File: src/rtl/cu_ctrl_defines.svh
/*
 * Vertex CU control widths and counts
 * Shared sizing for the response routing and done counters
 */
`ifndef CU_CTRL_DEFINES_SVH
`define CU_CTRL_DEFINES_SVH

// Compute unit population
`define NUM_CU            4
`define CU_ID_BITS        2

// Configuration word, active-CU count in the low half
`define CONFIG_BITS       64
`define CONFIG_COUNT_BITS 32

// Response fields
`define ARRAY_CLASS_BITS  4
`define TAG_BITS          8
`define DATA_BITS         64

// Progress counters and totals
`define VERTEX_COUNT_BITS 32
`define EDGE_COUNT_BITS   32

`endif

File: src/rtl/cu_ctrl_pkg.sv
/*
 * Vertex CU control types
 * Array-class tags carried on memory responses and the CU index type
 */
`default_nettype none
`include "cu_ctrl_defines.svh"

package cu_ctrl_pkg;

	////////////////////////////////////////////////////////////
	// Graph array that a memory response belongs to
	////////////////////////////////////////////////////////////

	// Zero encodes an invalid slot
	typedef enum logic [`ARRAY_CLASS_BITS-1:0] {
		STRUCT_INVALID        = 4'd0,
		EDGE_ARRAY_SRC        = 4'd1,
		EDGE_ARRAY_DEST       = 4'd2,
		EDGE_ARRAY_WEIGHT     = 4'd3,
		INV_EDGE_ARRAY_SRC    = 4'd4,
		INV_EDGE_ARRAY_DEST   = 4'd5,
		INV_EDGE_ARRAY_WEIGHT = 4'd6,
		READ_GRAPH_DATA       = 4'd7,
		VERTEX_ARRAY          = 4'd8
	} array_class_t;

	////////////////////////////////////////////////////////////
	// Compute unit index
	////////////////////////////////////////////////////////////

	typedef logic [`CU_ID_BITS-1:0] cu_id_t;

endpackage

`default_nettype wire

File: src/rtl/cu_enable_config.sv
/*
 * CU enable configuration
 * Registers the global enable and the active-CU count,
 * then expands the count into a per-CU enable mask
 */
`timescale 1ns/1ps
`default_nettype none
`include "cu_ctrl_defines.svh"

module cu_enable_config (
	input  logic                    clock,
	input  logic                    rstn,
	input  logic                    enabled_in,
	input  logic [`CONFIG_BITS-1:0] cu_configure,
	output logic                    enabled,
	output logic [`NUM_CU-1:0]      enable_cu
);

	logic [`CONFIG_COUNT_BITS-1:0] active_count;
	logic [`NUM_CU-1:0]            mask_next;

	// Global enable, one cycle behind the input
	always_ff @(posedge clock or negedge rstn) begin
		if (!rstn) begin
			enabled <= 1'b0;
		end else begin
			enabled <= enabled_in;
		end
	end

	// Only a nonzero word replaces the stored count
	always_ff @(posedge clock or negedge rstn) begin
		if (!rstn) begin
			active_count <= '0;
		end else if (enabled && (|cu_configure)) begin
			active_count <= cu_configure[`CONFIG_COUNT_BITS-1:0];
		end
	end

	////////////////////////////////////////////////////////////
	// Count to mask
	////////////////////////////////////////////////////////////

	// Counts above NUM_CU simply set every bit
	always_comb begin
		for (int i = 0; i < `NUM_CU; i++) begin
			mask_next[i] = (active_count > `CONFIG_COUNT_BITS'(i));
		end
	end

	always_ff @(posedge clock or negedge rstn) begin
		if (!rstn) begin
			enable_cu <= '0;
		end else if (enabled) begin
			enable_cu <= mask_next;
		end
	end

endmodule

`default_nettype wire

File: src/rtl/cu_response_classify.sv
/*
 * Response classify stage
 * Captures one tagged memory response per cycle and keeps only
 * the six edge-array classes, everything else becomes an empty slot
 */
`timescale 1ns/1ps
`default_nettype none
`include "cu_ctrl_defines.svh"

module cu_response_classify
	import cu_ctrl_pkg::*;
#(
	parameter int PAYLOAD_BITS = `TAG_BITS
) (
	input  logic                    clock,
	input  logic                    rstn,
	input  logic                    enabled,
	input  logic                    in_valid,
	input  cu_id_t                  in_cu_id,
	input  array_class_t            in_class,
	input  logic [PAYLOAD_BITS-1:0] in_payload,
	output logic                    out_valid,
	output cu_id_t                  out_cu_id,
	output logic [PAYLOAD_BITS-1:0] out_payload
);

	logic is_edge_class;
	logic forward;

	////////////////////////////////////////////////////////////
	// Class decode
	////////////////////////////////////////////////////////////

	// Graph data, vertex array and invalid tags are dropped here
	always_comb begin
		case (in_class)
			EDGE_ARRAY_SRC,
			EDGE_ARRAY_DEST,
			EDGE_ARRAY_WEIGHT,
			INV_EDGE_ARRAY_SRC,
			INV_EDGE_ARRAY_DEST,
			INV_EDGE_ARRAY_WEIGHT: begin
				is_edge_class = 1'b1;
			end
			default: begin
				is_edge_class = 1'b0;
			end
		endcase
	end

	assign forward = enabled && in_valid && is_edge_class;

	////////////////////////////////////////////////////////////
	// Stage register
	////////////////////////////////////////////////////////////

	always_ff @(posedge clock or negedge rstn) begin
		if (!rstn) begin
			out_valid <= 1'b0;
		end else begin
			out_valid <= forward;
		end
	end

	// Empty slots carry a cleared payload and CU id
	always_ff @(posedge clock) begin
		if (forward) begin
			out_cu_id   <= in_cu_id;
			out_payload <= in_payload;
		end else begin
			out_cu_id   <= '0;
			out_payload <= '0;
		end
	end

endmodule

`default_nettype wire

File: src/rtl/cu_response_route.sv
/*
 * Response route stage
 * Decodes the CU id of a response against the enable mask and
 * delivers it on that CU's lane two cycles after capture
 */
`timescale 1ns/1ps
`default_nettype none
`include "cu_ctrl_defines.svh"

module cu_response_route
	import cu_ctrl_pkg::*;
#(
	parameter int PAYLOAD_BITS = `TAG_BITS
) (
	input  logic                    clock,
	input  logic                    rstn,
	input  logic                    enabled,
	input  logic [`NUM_CU-1:0]      enable_cu,
	input  logic                    in_valid,
	input  cu_id_t                  in_cu_id,
	input  logic [PAYLOAD_BITS-1:0] in_payload,
	output logic [`NUM_CU-1:0]      cu_valid,
	output logic [PAYLOAD_BITS-1:0] cu_payload [0:`NUM_CU-1]
);

	logic [`NUM_CU-1:0]      select_next;
	logic [`NUM_CU-1:0]      select;
	logic [PAYLOAD_BITS-1:0] held_payload;

	////////////////////////////////////////////////////////////
	// Capture and decode
	////////////////////////////////////////////////////////////

	// Mask sampled here is the one that decides delivery
	always_comb begin
		for (int i = 0; i < `NUM_CU; i++) begin
			select_next[i] = enabled && in_valid && enable_cu[i]
				&& (in_cu_id == cu_id_t'(i));
		end
	end

	always_ff @(posedge clock or negedge rstn) begin
		if (!rstn) begin
			select <= '0;
		end else begin
			select <= select_next;
		end
	end

	always_ff @(posedge clock) begin
		if (enabled && in_valid) begin
			held_payload <= in_payload;
		end
	end

	////////////////////////////////////////////////////////////
	// Per-CU output lanes
	////////////////////////////////////////////////////////////

	always_ff @(posedge clock or negedge rstn) begin
		if (!rstn) begin
			cu_valid <= '0;
		end else begin
			cu_valid <= select;
		end
	end

	// Unselected lanes read as zero
	always_ff @(posedge clock) begin
		for (int i = 0; i < `NUM_CU; i++) begin
			cu_payload[i] <= select[i] ? held_payload : '0;
		end
	end

endmodule

`default_nettype wire

File: src/rtl/cu_done_counter.sv
/*
 * Done counters
 * Sums the per-CU vertex and edge progress counters into two totals
 */
`timescale 1ns/1ps
`default_nettype none
`include "cu_ctrl_defines.svh"

module cu_done_counter (
	input  logic                          clock,
	input  logic                          rstn,
	input  logic                          enabled,
	input  logic [`VERTEX_COUNT_BITS-1:0] vertex_count_cu [0:`NUM_CU-1],
	input  logic [`EDGE_COUNT_BITS-1:0]   edge_count_cu   [0:`NUM_CU-1],
	output logic [`VERTEX_COUNT_BITS-1:0] vertex_done_total,
	output logic [`EDGE_COUNT_BITS-1:0]   edge_done_total
);

	logic [`VERTEX_COUNT_BITS-1:0] vertex_count_q [0:`NUM_CU-1];
	logic [`EDGE_COUNT_BITS-1:0]   edge_count_q   [0:`NUM_CU-1];
	logic [`VERTEX_COUNT_BITS-1:0] vertex_sum;
	logic [`EDGE_COUNT_BITS-1:0]   edge_sum;

	// Counter inputs come from the CUs, register them first
	always_ff @(posedge clock) begin
		vertex_count_q <= vertex_count_cu;
		edge_count_q   <= edge_count_cu;
	end

	// Sums wrap at the total width
	always_comb begin
		vertex_sum = '0;
		edge_sum   = '0;
		for (int i = 0; i < `NUM_CU; i++) begin
			vertex_sum = vertex_sum + vertex_count_q[i];
			edge_sum   = edge_sum + edge_count_q[i];
		end
	end

	// Totals hold while disabled
	always_ff @(posedge clock or negedge rstn) begin
		if (!rstn) begin
			vertex_done_total <= '0;
			edge_done_total   <= '0;
		end else if (enabled) begin
			vertex_done_total <= vertex_sum;
			edge_done_total   <= edge_sum;
		end
	end

endmodule

`default_nettype wire

File: src/rtl/cu_vertex_control_top.sv
/*
 * Vertex CU control, response side
 * Configuration, classify and route pipelines for read responses,
 * write responses and read data, plus the done totals
 */
`timescale 1ns/1ps
`default_nettype none
`include "cu_ctrl_defines.svh"

module cu_vertex_control_top
	import cu_ctrl_pkg::*;
(
	input  logic                          clock,
	input  logic                          rstn,
	input  logic                          enabled_in,
	input  logic [`CONFIG_BITS-1:0]       cu_configure,
	input  logic                          read_response_valid,
	input  cu_id_t                        read_response_cu_id,
	input  array_class_t                  read_response_class,
	input  logic [`TAG_BITS-1:0]          read_response_tag,
	input  logic                          write_response_valid,
	input  cu_id_t                        write_response_cu_id,
	input  logic [`TAG_BITS-1:0]          write_response_tag,
	input  logic                          read_data_valid,
	input  cu_id_t                        read_data_cu_id,
	input  array_class_t                  read_data_class,
	input  logic [`DATA_BITS-1:0]         read_data_payload,
	input  logic [`VERTEX_COUNT_BITS-1:0] vertex_count_cu [0:`NUM_CU-1],
	input  logic [`EDGE_COUNT_BITS-1:0]   edge_count_cu   [0:`NUM_CU-1],
	output logic [`NUM_CU-1:0]            enable_cu,
	output logic [`NUM_CU-1:0]            read_response_cu_valid,
	output logic [`TAG_BITS-1:0]          read_response_cu_tag [0:`NUM_CU-1],
	output logic [`NUM_CU-1:0]            write_response_cu_valid,
	output logic [`TAG_BITS-1:0]          write_response_cu_tag [0:`NUM_CU-1],
	output logic [`NUM_CU-1:0]            read_data_cu_valid,
	output logic [`DATA_BITS-1:0]         read_data_cu_payload [0:`NUM_CU-1],
	output logic [`VERTEX_COUNT_BITS-1:0] vertex_done_total,
	output logic [`EDGE_COUNT_BITS-1:0]   edge_done_total
);

	logic                  enabled;
	logic                  rsp_edge_valid;
	cu_id_t                rsp_edge_cu_id;
	logic [`TAG_BITS-1:0]  rsp_edge_tag;
	logic                  data_edge_valid;
	cu_id_t                data_edge_cu_id;
	logic [`DATA_BITS-1:0] data_edge_payload;

	cu_enable_config u_config (
		.clock(clock), .rstn(rstn), .enabled_in(enabled_in),
		.cu_configure(cu_configure), .enabled(enabled), .enable_cu(enable_cu)
	);

	////////////////////////////////////////////////////////////
	// Read responses, classify then route
	////////////////////////////////////////////////////////////

	cu_response_classify #(.PAYLOAD_BITS(`TAG_BITS)) u_rsp_classify (
		.clock(clock), .rstn(rstn), .enabled(enabled),
		.in_valid(read_response_valid), .in_cu_id(read_response_cu_id),
		.in_class(read_response_class), .in_payload(read_response_tag),
		.out_valid(rsp_edge_valid), .out_cu_id(rsp_edge_cu_id), .out_payload(rsp_edge_tag)
	);

	cu_response_route #(.PAYLOAD_BITS(`TAG_BITS)) u_rsp_route (
		.clock(clock), .rstn(rstn), .enabled(enabled), .enable_cu(enable_cu),
		.in_valid(rsp_edge_valid), .in_cu_id(rsp_edge_cu_id), .in_payload(rsp_edge_tag),
		.cu_valid(read_response_cu_valid), .cu_payload(read_response_cu_tag)
	);

	// Write responses skip classification
	cu_response_route #(.PAYLOAD_BITS(`TAG_BITS)) u_wr_route (
		.clock(clock), .rstn(rstn), .enabled(enabled), .enable_cu(enable_cu),
		.in_valid(write_response_valid), .in_cu_id(write_response_cu_id),
		.in_payload(write_response_tag),
		.cu_valid(write_response_cu_valid), .cu_payload(write_response_cu_tag)
	);

	////////////////////////////////////////////////////////////
	// Read data, classify then route
	////////////////////////////////////////////////////////////

	cu_response_classify #(.PAYLOAD_BITS(`DATA_BITS)) u_data_classify (
		.clock(clock), .rstn(rstn), .enabled(enabled),
		.in_valid(read_data_valid), .in_cu_id(read_data_cu_id),
		.in_class(read_data_class), .in_payload(read_data_payload),
		.out_valid(data_edge_valid), .out_cu_id(data_edge_cu_id),
		.out_payload(data_edge_payload)
	);

	cu_response_route #(.PAYLOAD_BITS(`DATA_BITS)) u_data_route (
		.clock(clock), .rstn(rstn), .enabled(enabled), .enable_cu(enable_cu),
		.in_valid(data_edge_valid), .in_cu_id(data_edge_cu_id),
		.in_payload(data_edge_payload),
		.cu_valid(read_data_cu_valid), .cu_payload(read_data_cu_payload)
	);

	cu_done_counter u_done (
		.clock(clock), .rstn(rstn), .enabled(enabled),
		.vertex_count_cu(vertex_count_cu), .edge_count_cu(edge_count_cu),
		.vertex_done_total(vertex_done_total), .edge_done_total(edge_done_total)
	);

endmodule

`default_nettype wire

File: config.mk
export PLATFORM = sky130hd
export DESIGN_NAME = cu_vertex_control_top
export DESIGN_NICKNAME = d
export VERILOG_FILES = /design/src/rtl/cu_ctrl_pkg.sv /design/src/rtl/cu_enable_config.sv /design/src/rtl/cu_response_classify.sv /design/src/rtl/cu_response_route.sv /design/src/rtl/cu_done_counter.sv /design/src/rtl/cu_vertex_control_top.sv
export VERILOG_INCLUDE_DIRS = /design/src /design/src/rtl
export SDC_FILE = /design/constraint.sdc
export NUM_CORES = 1
export LEC_CHECK = 0
export BUFFER_PORTS_ARGS = -buffer_cell sky130_fd_sc_hd__buf_2
export CAP_MARGIN = 5
export CORE_AREA = 4 4 318 320
export CTS_CLUSTER_DIAMETER = 80
export CTS_CLUSTER_SIZE = 20
export DETAILED_ROUTE_END_ITERATION = 10
export DIE_AREA = 0 0 322 324
export HOLD_SLACK_MARGIN = 0.1
export PLACE_DENSITY = 0.55
export SETUP_SLACK_MARGIN = 0.05
export SYNTH_ARGS = -nofsm -noshare
export SYNTH_HDL_FRONTEND = slang
export SYNTH_HIERARCHICAL = 1
export SYNTH_SLANG_ARGS = --single-unit
File: constraint.sdc
create_clock -name clock -period 4.2 [get_ports clock]
set_clock_uncertainty 0.1 [all_clocks]
set_input_delay 0 -clock clock [delete_from_list [all_inputs] [get_ports clock]]
set_output_delay 0 -clock clock [all_outputs]
set_load 0.03 [all_outputs]
### Word-level counts from Yosys, hierarchy flattened

Index checks and enable logic that the tools add are counted.

* equal/unequal tests: 21
* $add $sub $neg: 6
* magnitude comparators: 4
* reductions and logical operators: 38
* mux-type cells: 2

Operators with widths (count)
* adder 32 bit: 6
* greater-than comparator 32 x 1 -> 1 bit, second input constant: 2
* greater-than comparator 32 x 2 -> 1 bit, second input constant: 2
* OR reduction 64 bit: 1
* logical AND 1 bit: 32
* equality test 4 x 3 -> 1 bit, second input constant: 6
* equality test 4 x 2 -> 1 bit, second input constant: 4
* equality test 2 bit, second input constant: 6
* OR reduction 6 bit: 2
* equality test 4 x 1 -> 1 bit, second input constant: 2
* equality test 2 x 1 -> 1 bit, second input constant: 3
* zero test 2 bit: 3
* two-way mux 1 bit: 2

* register bits after elaboration: 859
* input port bits: 420
* output and inout port bits: 400

### Longest topological paths before layout

Gate-level depths: netlist of run 1.

* word-level depth: 4
* depth in mapped cells: 13

### By module

The synthesis of run 1 kept the hierarchy.

Modules (own cells, without submodules)
* cu_done_counter: instances 1, area each 14580.2 um^2, seq. area each 6726.5 um^2, cells each 1361
* cu_response_route (u_data_route): instances 1, area each 9108.7 um^2, seq. area each 7247.0 um^2, cells each 620
* cu_response_route (u_rsp_route ...): instances 2, area each 1340.0 um^2, seq. area each 1081.0 um^2, cells each 89
* cu_response_classify (u_data_classify): instances 1, area each 2377.3 um^2, seq. area each 1346.3 um^2, cells each 225
* cu_enable_config: instances 1, area each 1585.3 um^2, seq. area each 925.9 um^2, cells each 112
* cu_response_classify (u_rsp_classify): instances 1, area each 466.7 um^2, seq. area each 225.2 um^2, cells each 38

### Least setup slack after synthesis of run 1

Ideal clock, no wire load.

* kind: reg-to-reg
* start point: reg u_done/vertex_count_q[1] (netlist bit)
* end point: reg u_done.vertex_done_total[27]
* required time: 3975 ps
* cell stages (with the launch flop): 12
* arrival: 3288 ps
* clock period less this slack: 3513 ps
* buffers on the path: 0
* setup slack: 687 ps
* path through: dfxtp_1 fa_1 fa_1 ha_1 fa_1 a211oi_2 nor2_1 o311ai_4 o211ai_4 a41oi_2 xnor2_1 mux2_4

* word-level cells in the longest chain between the ends: 1

Ends and longest elaborated chain
* from (decl): RTL line cu_done_counter.sv:19 `` logic [`VERTEX_COUNT_BITS-1:0] vertex_count_q [0:`NUM_CU-1]; ``
* from (signal assigned): RTL line cu_done_counter.sv:26 `vertex_count_q <= vertex_count_cu;`
* adder 32 bit: RTL line cu_done_counter.sv:35 `vertex_sum = vertex_sum + vertex_count_q[i];`
* to (signal assigned): RTL line cu_done_counter.sv:46 `vertex_done_total <= vertex_sum;`
* to (decl): RTL line cu_done_counter.sv:15 `` output logic [`VERTEX_COUNT_BITS-1:0] vertex_done_total, ``

No other way between the ends.
A chain may end at the register's enable or synchronous reset.

### Final worst setup path of run 1

* start point: reg u_done/edge_count_q[1] (netlist bit)
* end point: reg u_done.edge_done_total[27]

* word-level cells in the longest chain between the ends: 1

Ends and longest elaborated chain
* from (decl): RTL line cu_done_counter.sv:20 `` logic [`EDGE_COUNT_BITS-1:0] edge_count_q [0:`NUM_CU-1]; ``
* from (signal assigned): RTL line cu_done_counter.sv:27 `edge_count_q <= edge_count_cu;`
* adder 32 bit: RTL line cu_done_counter.sv:36 `edge_sum = edge_sum + edge_count_q[i];`
* to (signal assigned): RTL line cu_done_counter.sv:47 `edge_done_total <= edge_sum;`
* to (decl): RTL line cu_done_counter.sv:16 `` output logic [`EDGE_COUNT_BITS-1:0] edge_done_total ``

No other way between the ends.

==> results of run 1 <==
[layer usage]
layer  track usage  share of wire  vias up
li1              -              -    11400
met4        0.0760          0.039        4
met1         0.223           0.39    11500
met2         0.351           0.51      723
met3        0.0390          0.057      185
met5             0        0.00022        -
[power by group]
group          switching [mW]  total (mW)  internal, mW
registers               0.300        9.08          8.78
logic                    3.15        5.52          2.37
clock network            3.03        5.62          2.59
total                    6.48        20.2          13.7
[path summary, 6_finish.rpt]
| path | to | slack, ps | from |
|---|---|---|---|
| max in group asynchronous | u_config/enabled$_DFF_PN0_ | 3150 | rstn |
| worst max-delay path | u_done/edge_done_total[27]$_DFFE_PN0P_ | 250 | u_done/edge_count_q[1]$_DFF_P_ |
| worst min-delay path | u_data_classify/out_payload[32]$_SDFF_PN0_ | 180 | read_data_class[1] |
| min in group asynchronous | u_done/edge_done_total[9]$_DFFE_PN0P_ | 350 | rstn |
| worst min register to register | u_data_route/held_payload[58]$_DFFE_PN_ | 290 | u_data_classify/out_payload[58]$_SDFF_PN0_ |
| worst max register to register | u_done/edge_done_total[27]$_DFFE_PN0P_ | 250 | u_done/edge_count_q[1]$_DFF_P_ |
[flip-flops by register name, summed over array words and instances (netlist names), 2 cells and up]
| signal | count |
|---|---|
| u_wr_route/cu_valid | 4 |
| u_rsp_route/cu_valid | 4 |
| u_data_route/cu_payload | 256 |
| u_done/vertex_count_q | 128 |
| u_data_classify/out_payload | 64 |
| u_data_route/held_payload | 64 |
| u_data_route/select | 4 |
| u_wr_route/select | 4 |
| u_done/vertex_done_total | 32 |
| u_rsp_classify/out_payload | 8 |
| u_rsp_classify/out_cu_id | 2 |
| u_done/edge_done_total | 32 |
| u_config/enable_cu | 4 |
| u_rsp_route/cu_payload | 32 |
| u_data_classify/out_cu_id | 2 |
| u_data_route/cu_valid | 4 |
| u_rsp_route/held_payload | 8 |
| u_wr_route/held_payload | 8 |
| u_config/active_count | 32 |
| u_rsp_route/select | 4 |
| u_done/edge_count_q | 128 |
| u_wr_route/cu_payload | 32 |
[timing repair]
action	CTS	global route
endpoints found under the setup margin	0	0
hold buffers	869	0
hold endpoints to repair	514	0
[stage by stage]
| step | total power, mW | setup WS (ps) |
|---|---|---|
| 6_report | 20.2 | 255 |
| 2_1_floorplan | 12.5 | 687 |
| 3_3_place_gp | 14.1 | 398 |
| 4_1_cts | 20.4 | 353 |
| 5_1_grt | 21.3 | 86.3 |
| 3_5_place_dp | 14.1 | 350 |
[cells in the mapped netlist, drive strengths merged (5+ instances only)]
cell,number,area share
a211oi,11,0.0030
a21o,17,0.0042
a21oi,83,0.014
a31oi,8,0.0016
and2,323,0.068
and3,6,0.0014
buf,29,0.0069
clkbuf,46,0.0069
dfrtp,127,0.10
dfxtp,652,0.42
edfxtp,80,0.078
fa,124,0.081
ha,62,0.025
inv,430,0.052
mux2,78,0.029
nand2,63,0.0078
nand3,17,0.0028
nand4,25,0.0051
nor2,60,0.0073
nor2b,6,0.0012
nor3,14,0.0028
nor4,100,0.029
o211ai,5,0.0017
o21a,8,0.0020
o21ai,40,0.0065
o21bai,6,0.0015
xnor2,50,0.014
xor2,8,0.0023
[cell type report]
| cell class | count | area, um^2 |
|---|---|---|
| Clock inverter | 16 | 236 |
| Fill cell | 8780 | 51400 |
| Multi-Input combinational cell | 1170 | 10100 |
| Antenna cell | 15 | 37.5 |
| Clock buffer | 85 | 1510 |
| Timing Repair Buffer | 1704 | 13000 |
| Tap cell | 1287 | 1610 |
| Inverter | 430 | 1610 |
| Sequential cell | 859 | 18600 |
[critical path, delay by kind of cell, from the launching register on]
family                   cells  cell delay (ps)
multiplexers                 1              260
adder cells (fa/ha/maj)      4             1660
XOR/XNOR                     1              140
AO/OA/AOI/OAI                5             1330
flip-flops                   1              340
[cells by family after synthesis]
kind of cell,Yosys count,share of synthesized area
compound gates,211,0.0450
xor+xnor,58,0.0165
flops,859,0.605
fa+ha+maj,186,0.106
simple gates,634,0.132
mux,81,0.0296
buf+inv,505,0.0662
==> results.py, run 1 <==
metrics = {
    "yosys": {
        "synth_seq_cells": 859,
        "synth_edf_count": 80,
        "syn_avg_cell_area_um2": 12.2,
        "dominantRegCellSynth": "dfxtp_1",
        "async_flop_share": 0.148,
        "synth_cell_type_count": 81,
        "synth_warnings": 6,
        "syn_inst": 2534,
        "netlist_area_um2": 30800,
        "synth.yosys.seq_area_share": 0.605,
        "syn-num-nets": 3140,
    },
    "floorplanning": {
        "num_io_pins": 820,
        "start_util": 0.314,
        "dieArea_um2": 104000,
        "die_h_um": 324,
        "num_rows": 115,
        "dieWidth_um": 322,
        "coreArea_um2": 98100,
    },
    "sta": {
        "tns_ps": 0,
        "holdWs_ps": 179,
        "slew_headroom": 0.248,
        "max_freq_ghz": 0.253,
        "rsz0062_at_grt": "false",
        "worst_slew_pin_slew_ps": 1120,
        "setup_viol": 0,
        "min_period_over_period": 0.939,
        "slew_viol_final": 0,
        "hold_viol": 0,
        "period_minus_slack_ps": 3950,
    },
    "placed_design": {
        "placed_cells": 4581,
        "gp_congestion": 0.852,
        "dp_hpwl_um": 71700,
        "io_buffers": 819,
        "placed_cell_area_um2": 36200,
    },
    "cts": {
        "postCtsSetupBuffers": 0,
        "clock_path_buffers": 3,
        "cts-root-buf": "clkbuf_16",
        "numClockSinks": 859,
        "numCtsBuffers": 55,
        "cts_tree": "yes",
        "clkLatencyLatePin_ps": 690,
        "htree_levels": 2,
        "cts_resized": 0,
        "clk_pin_slew_ps": 90,
    },
    "detailed_routing": {
        "initialDrtViolationCount": 1217,
        "routed_wl_um": 103000,
        "first_pass_iters": 5,
        "routed_via_density": 4.28,
        "avgRoutedWirePerCell_um": 18.6,
        "remaining_drc_errors": 0,
        "vias": 23800,
        "ant_nets": 0,
    },
    "grt": {
        "grt_antenna_before_repair": 18,
        "overflow": 0,
        "grt_use_total": 0.193,
        "grt_pass1_wl_um": 154000,
        "grt_max_degree": 78,
        "grt_pass1_vias": 25500,
    },
    "worst_setup_path": {
        "required_ps": 4680,
        "critPathMaxFanout": 3,
        "critPathLaunchType": "register",
        "cp.arrival_ps": 4430,
        "crit_chain": "fa_1 -> fa_1 -> ha_1 -> fa_1 -> a21oi_1 -> o211ai_1 -> a211oi_1 -> o21ai_1 -> a211o_1 -> xor2_1 -> mux2_2",
        "r2r_cells": 11,
        "slowest_stage": "fa_1",
        "end_kind": "register",
        "critPathMaxStageDelay_ps": 570,
        "path_class": "register to register",
        "cp_common_cell": "fa_1",
    },
    "cells_and_area": {
        "stdcell_count": 5566,
        "area.growth.synth_to_final_pct": 51.8,
        "layout_common_cells": "dlygate4sd3_1 (868), buf_2 (818), dfxtp_1 (652), inv_1 (429), and2_1 (258)",
        "fin_area_um2": 46700,
        "nets": 4826,
        "final_common_cell": "dlygate4sd3_1",
        "final_core_util": 0.476,
        "final_layout_size_suffix_gt1_frac": 0.262,
    },
    "power": {
        "vdd_drop_max_mv": 0.367,
        "power_density_nw_per_um2": 433,
        "leakage_nw": 22.4,
    },
    "job": {
        "drv_cap": 0,
    },
    "worst_hold_path": {
        "hold_depth": 4,
        "min_path_type": "primary input to register",
    },
    "run_status": {
        "status": "finished clean",
    },
}
Power figures use the tool's default switching activity.
==> run 2: changes to the inputs <==
==> constraint.sdc (replaced) <==
create_clock -name clock -period 4.2 [get_ports clock]
set_clock_uncertainty 0.1 [all_clocks]
set_input_delay 0.42 -clock clock [delete_from_list [all_inputs] [get_ports clock]]
set_output_delay 0.42 -clock clock [all_outputs]
set_load 0.03 [all_outputs]
==> run 2 against run 1 <==
Via count fell by 8.8%. Wire length fell by 6.6%. Sequential share of layout area grew 4.4 points. Sequential power about the same. Die area unchanged. Non-clock buffer count shrank 460. Setup slack got worse by 16 ps. Critical endpoint unchanged.
==> results.py, run 2 (synthesis gave the netlist of run 1 again) <==
metrics = {
    "sta": {
        "slew_headroom": 0.234,
        "worst_slew_pin_slew_ps": 1140,
        "fin_ws_ps": 239,
        "period_minus_slack_ps": 3960,
        "rsz0062_at_grt": "false",
        "max_freq_ghz": 0.252,
        "min_period_over_period": 0.943,
        "setup_viol": 0,
        "tns_ps": 0,
        "hold_viol": 0,
        "holdWs_ps": 134,
        "slew_viol_final": 0,
    },
    "cells_and_area": {
        "final_common_cell": "buf_2",
        "final_core_util": 0.429,
        "reg_top3": "u_data_route/cu_payload x256, u_done/edge_count_q x128, u_done/vertex_count_q x128",
        "largest-register": "u_data_route/cu_payload",
        "nets": 4365,
        "largest_reg_flops": 256,
        "area.growth.synth_to_final_pct": 36.6,
        "fill_cells": 9314,
        "layout_common_cells": "buf_2 (818), dfxtp_1 (652), inv_1 (429), dlygate4sd3_1 (410), and2_1 (258)",
        "final_layout_size_suffix_gt1_frac": 0.294,
    },
    "run_status": {
        "status": "finished clean",
    },
    "power": {
        "pwr-share-seq": 0.459,
        "p_sw_mw": 6.37,
        "clockPowerShare": 0.279,
        "leakage_nw": 20.3,
        "combPwrFrac": 0.262,
        "internal_power_mw": 13.4,
        "vdd_drop_max_mv": 0.356,
        "swShare": 0.323,
        "power_density_nw_per_um2": 470,
    },
    "worst_setup_path": {
        "required_ps": 4670,
        "cp.arrival_ps": 4440,
        "critPathLaunchType": "register",
        "path_class": "register to register",
        "end_kind": "register",
        "critPathMaxFanout": 3,
    },
    "detailed_routing": {
        "routed_wl_um": 96600,
        "first_pass_iters": 5,
        "ant_nets": 0,
        "vias": 21700,
        "routed_via_density": 4.26,
        "remaining_drc_errors": 0,
        "initialDrtViolationCount": 995,
        "avgRoutedWirePerCell_um": 19.0,
    },
    "grt": {
        "grt_pass1_vias": 22800,
        "grt_pass1_wl_um": 141000,
        "overflow": 0,
        "grt_antenna_before_repair": 16,
        "grtUsageMet3": 0.0391,
        "met1_usage": 0.214,
        "grt_max_degree": 66,
        "grt_use_total": 0.179,
        "use_met2": 0.316,
        "busiest_layer": "met2",
    },
    "cts": {
        "cts-root-buf": "clkbuf_16",
        "cts_tree": "yes",
        "htree_levels": 2,
        "numClockSinks": 859,
        "numCtsBuffers": 54,
        "cts_resized": 0,
        "clk_pin_slew_ps": 90,
        "clock_path_buffers": 3,
        "clkLatencyLatePin_ps": 670,
    },
    "worst_hold_path": {
        "min_path_type": "primary input to register",
    },
    "floorplanning": {
        "start_util": 0.314,
        "dieArea_um2": 104000,
        "num_io_pins": 820,
        "die_h_um": 324,
        "coreArea_um2": 98100,
        "num_rows": 115,
        "dieWidth_um": 322,
    },
    "job": {
        "drv_cap": 0,
    },
    "placed_design": {
        "dp_hpwl_um": 72300,
        "gp_congestion": 0.861,
        "io_buffers": 819,
        "preCtsSetupSlack_ps": 305,
    },
}
==> run 2: cell count changes in the layout (fill, tap and decap cells not counted), sizes merged <==
| cell | delta |
|---|---|
| diode | -8 |
| buf | -2 |
| clkbuf | -3 |
| dlygate4sd3 | -458 |
| clkinv | -1 |
| inv | +1 |
==> run 2: area by class of cell <==
| class | count | area [um^2] | share of cell area |
|---|---|---|---|
| sequential | 859 | 18600 | 0.443 |
| tap | 1287 | 1610 | 0.0383 |
| inverter | 430 | 1610 | 0.0384 |
| multi-input combinational | 1170 | 10100 | 0.241 |
| antenna | 7 | 17.5 | 0.000416 |
| clock inverter | 16 | 215 | 0.00512 |
| timing repair buffer | 1244 | 8350 | 0.198 |
| clock buffer | 82 | 1480 | 0.0351 |
==> run 2: final timing paths <==
check | slack (ps) | end | start | cells past startpoint
setup / recovery | 240 | u_done/edge_done_total[27]$_DFFE_PN0P_ | u_done/edge_count_q[33]$_DFF_P_ | 11
hold / removal | 130 | u_data_classify/out_payload[61]$_SDFF_PN0_ | read_data_valid | 3
setup reg to reg | 240 | u_done/edge_done_total[27]$_DFFE_PN0P_ | u_done/edge_count_q[33]$_DFF_P_ | 11
hold reg to reg | 270 | u_data_route/held_payload[14]$_DFFE_PN_ | u_data_classify/out_payload[14]$_SDFF_PN0_ | 0
max in group asynchronous | 2960 | u_done/edge_done_total[16]$_DFFE_PN0P_ | rstn | 3
min in group asynchronous | 160 | u_done/edge_done_total[0]$_DFFE_PN0P_ | rstn | 2
==> run 2: through the flow <==
stage	total power, mW	area (um^2)	std cells
floorplan	12.5	30800	2534
global placement	14.1	36200	4580
detailed placement	14.1	36200	4580
CTS	19.9	42000	5088
global route	20.8	42100	5093
finish	19.8	42100	5095
==> run 2: layer usage <==
metal | vias up | part of all wire | wire, um
met1 | 10300 | 0.40 | 39000
met3 | 162 | 0.063 | 6040
met4 | 6 | 0.037 | 3600
met5 | - | 0.00042 | 41
li1 | 10500 | - | -
met2 | 712 | 0.50 | 47900
==> run 2: power groups by stage <==
stage	registers, mW	logic [mW]	clock network, mW
2_1_floorplan	9.80	2.67	0
3_3_place_gp	9.26	4.83	0
3_5_place_dp	9.26	4.85	0
4_1_cts	9.08	5.18	5.68
5_1_grt	9.14	5.66	5.98
6_report	9.07	5.17	5.51
==> run 2: what timing repair did <==
| action | 4_1_cts | 5_1_grt |
|---|---|---|
| setup buffers | 0 | 0 |
| hold endpoints to repair | 471 | 0 |
| hold buffers | 410 | 0 |
==> run 2: critical path: stages, from the launching register on <==
cell and delay (ps):
dfxtp_1 320, fa_1 530, fa_1 440, ha_1 250
fa_1 420, a21oi_1 240, o211ai_1 240, a211oi_1 400
o21ai_1 200, a211o_1 320, xor2_1 140, mux2_2 260
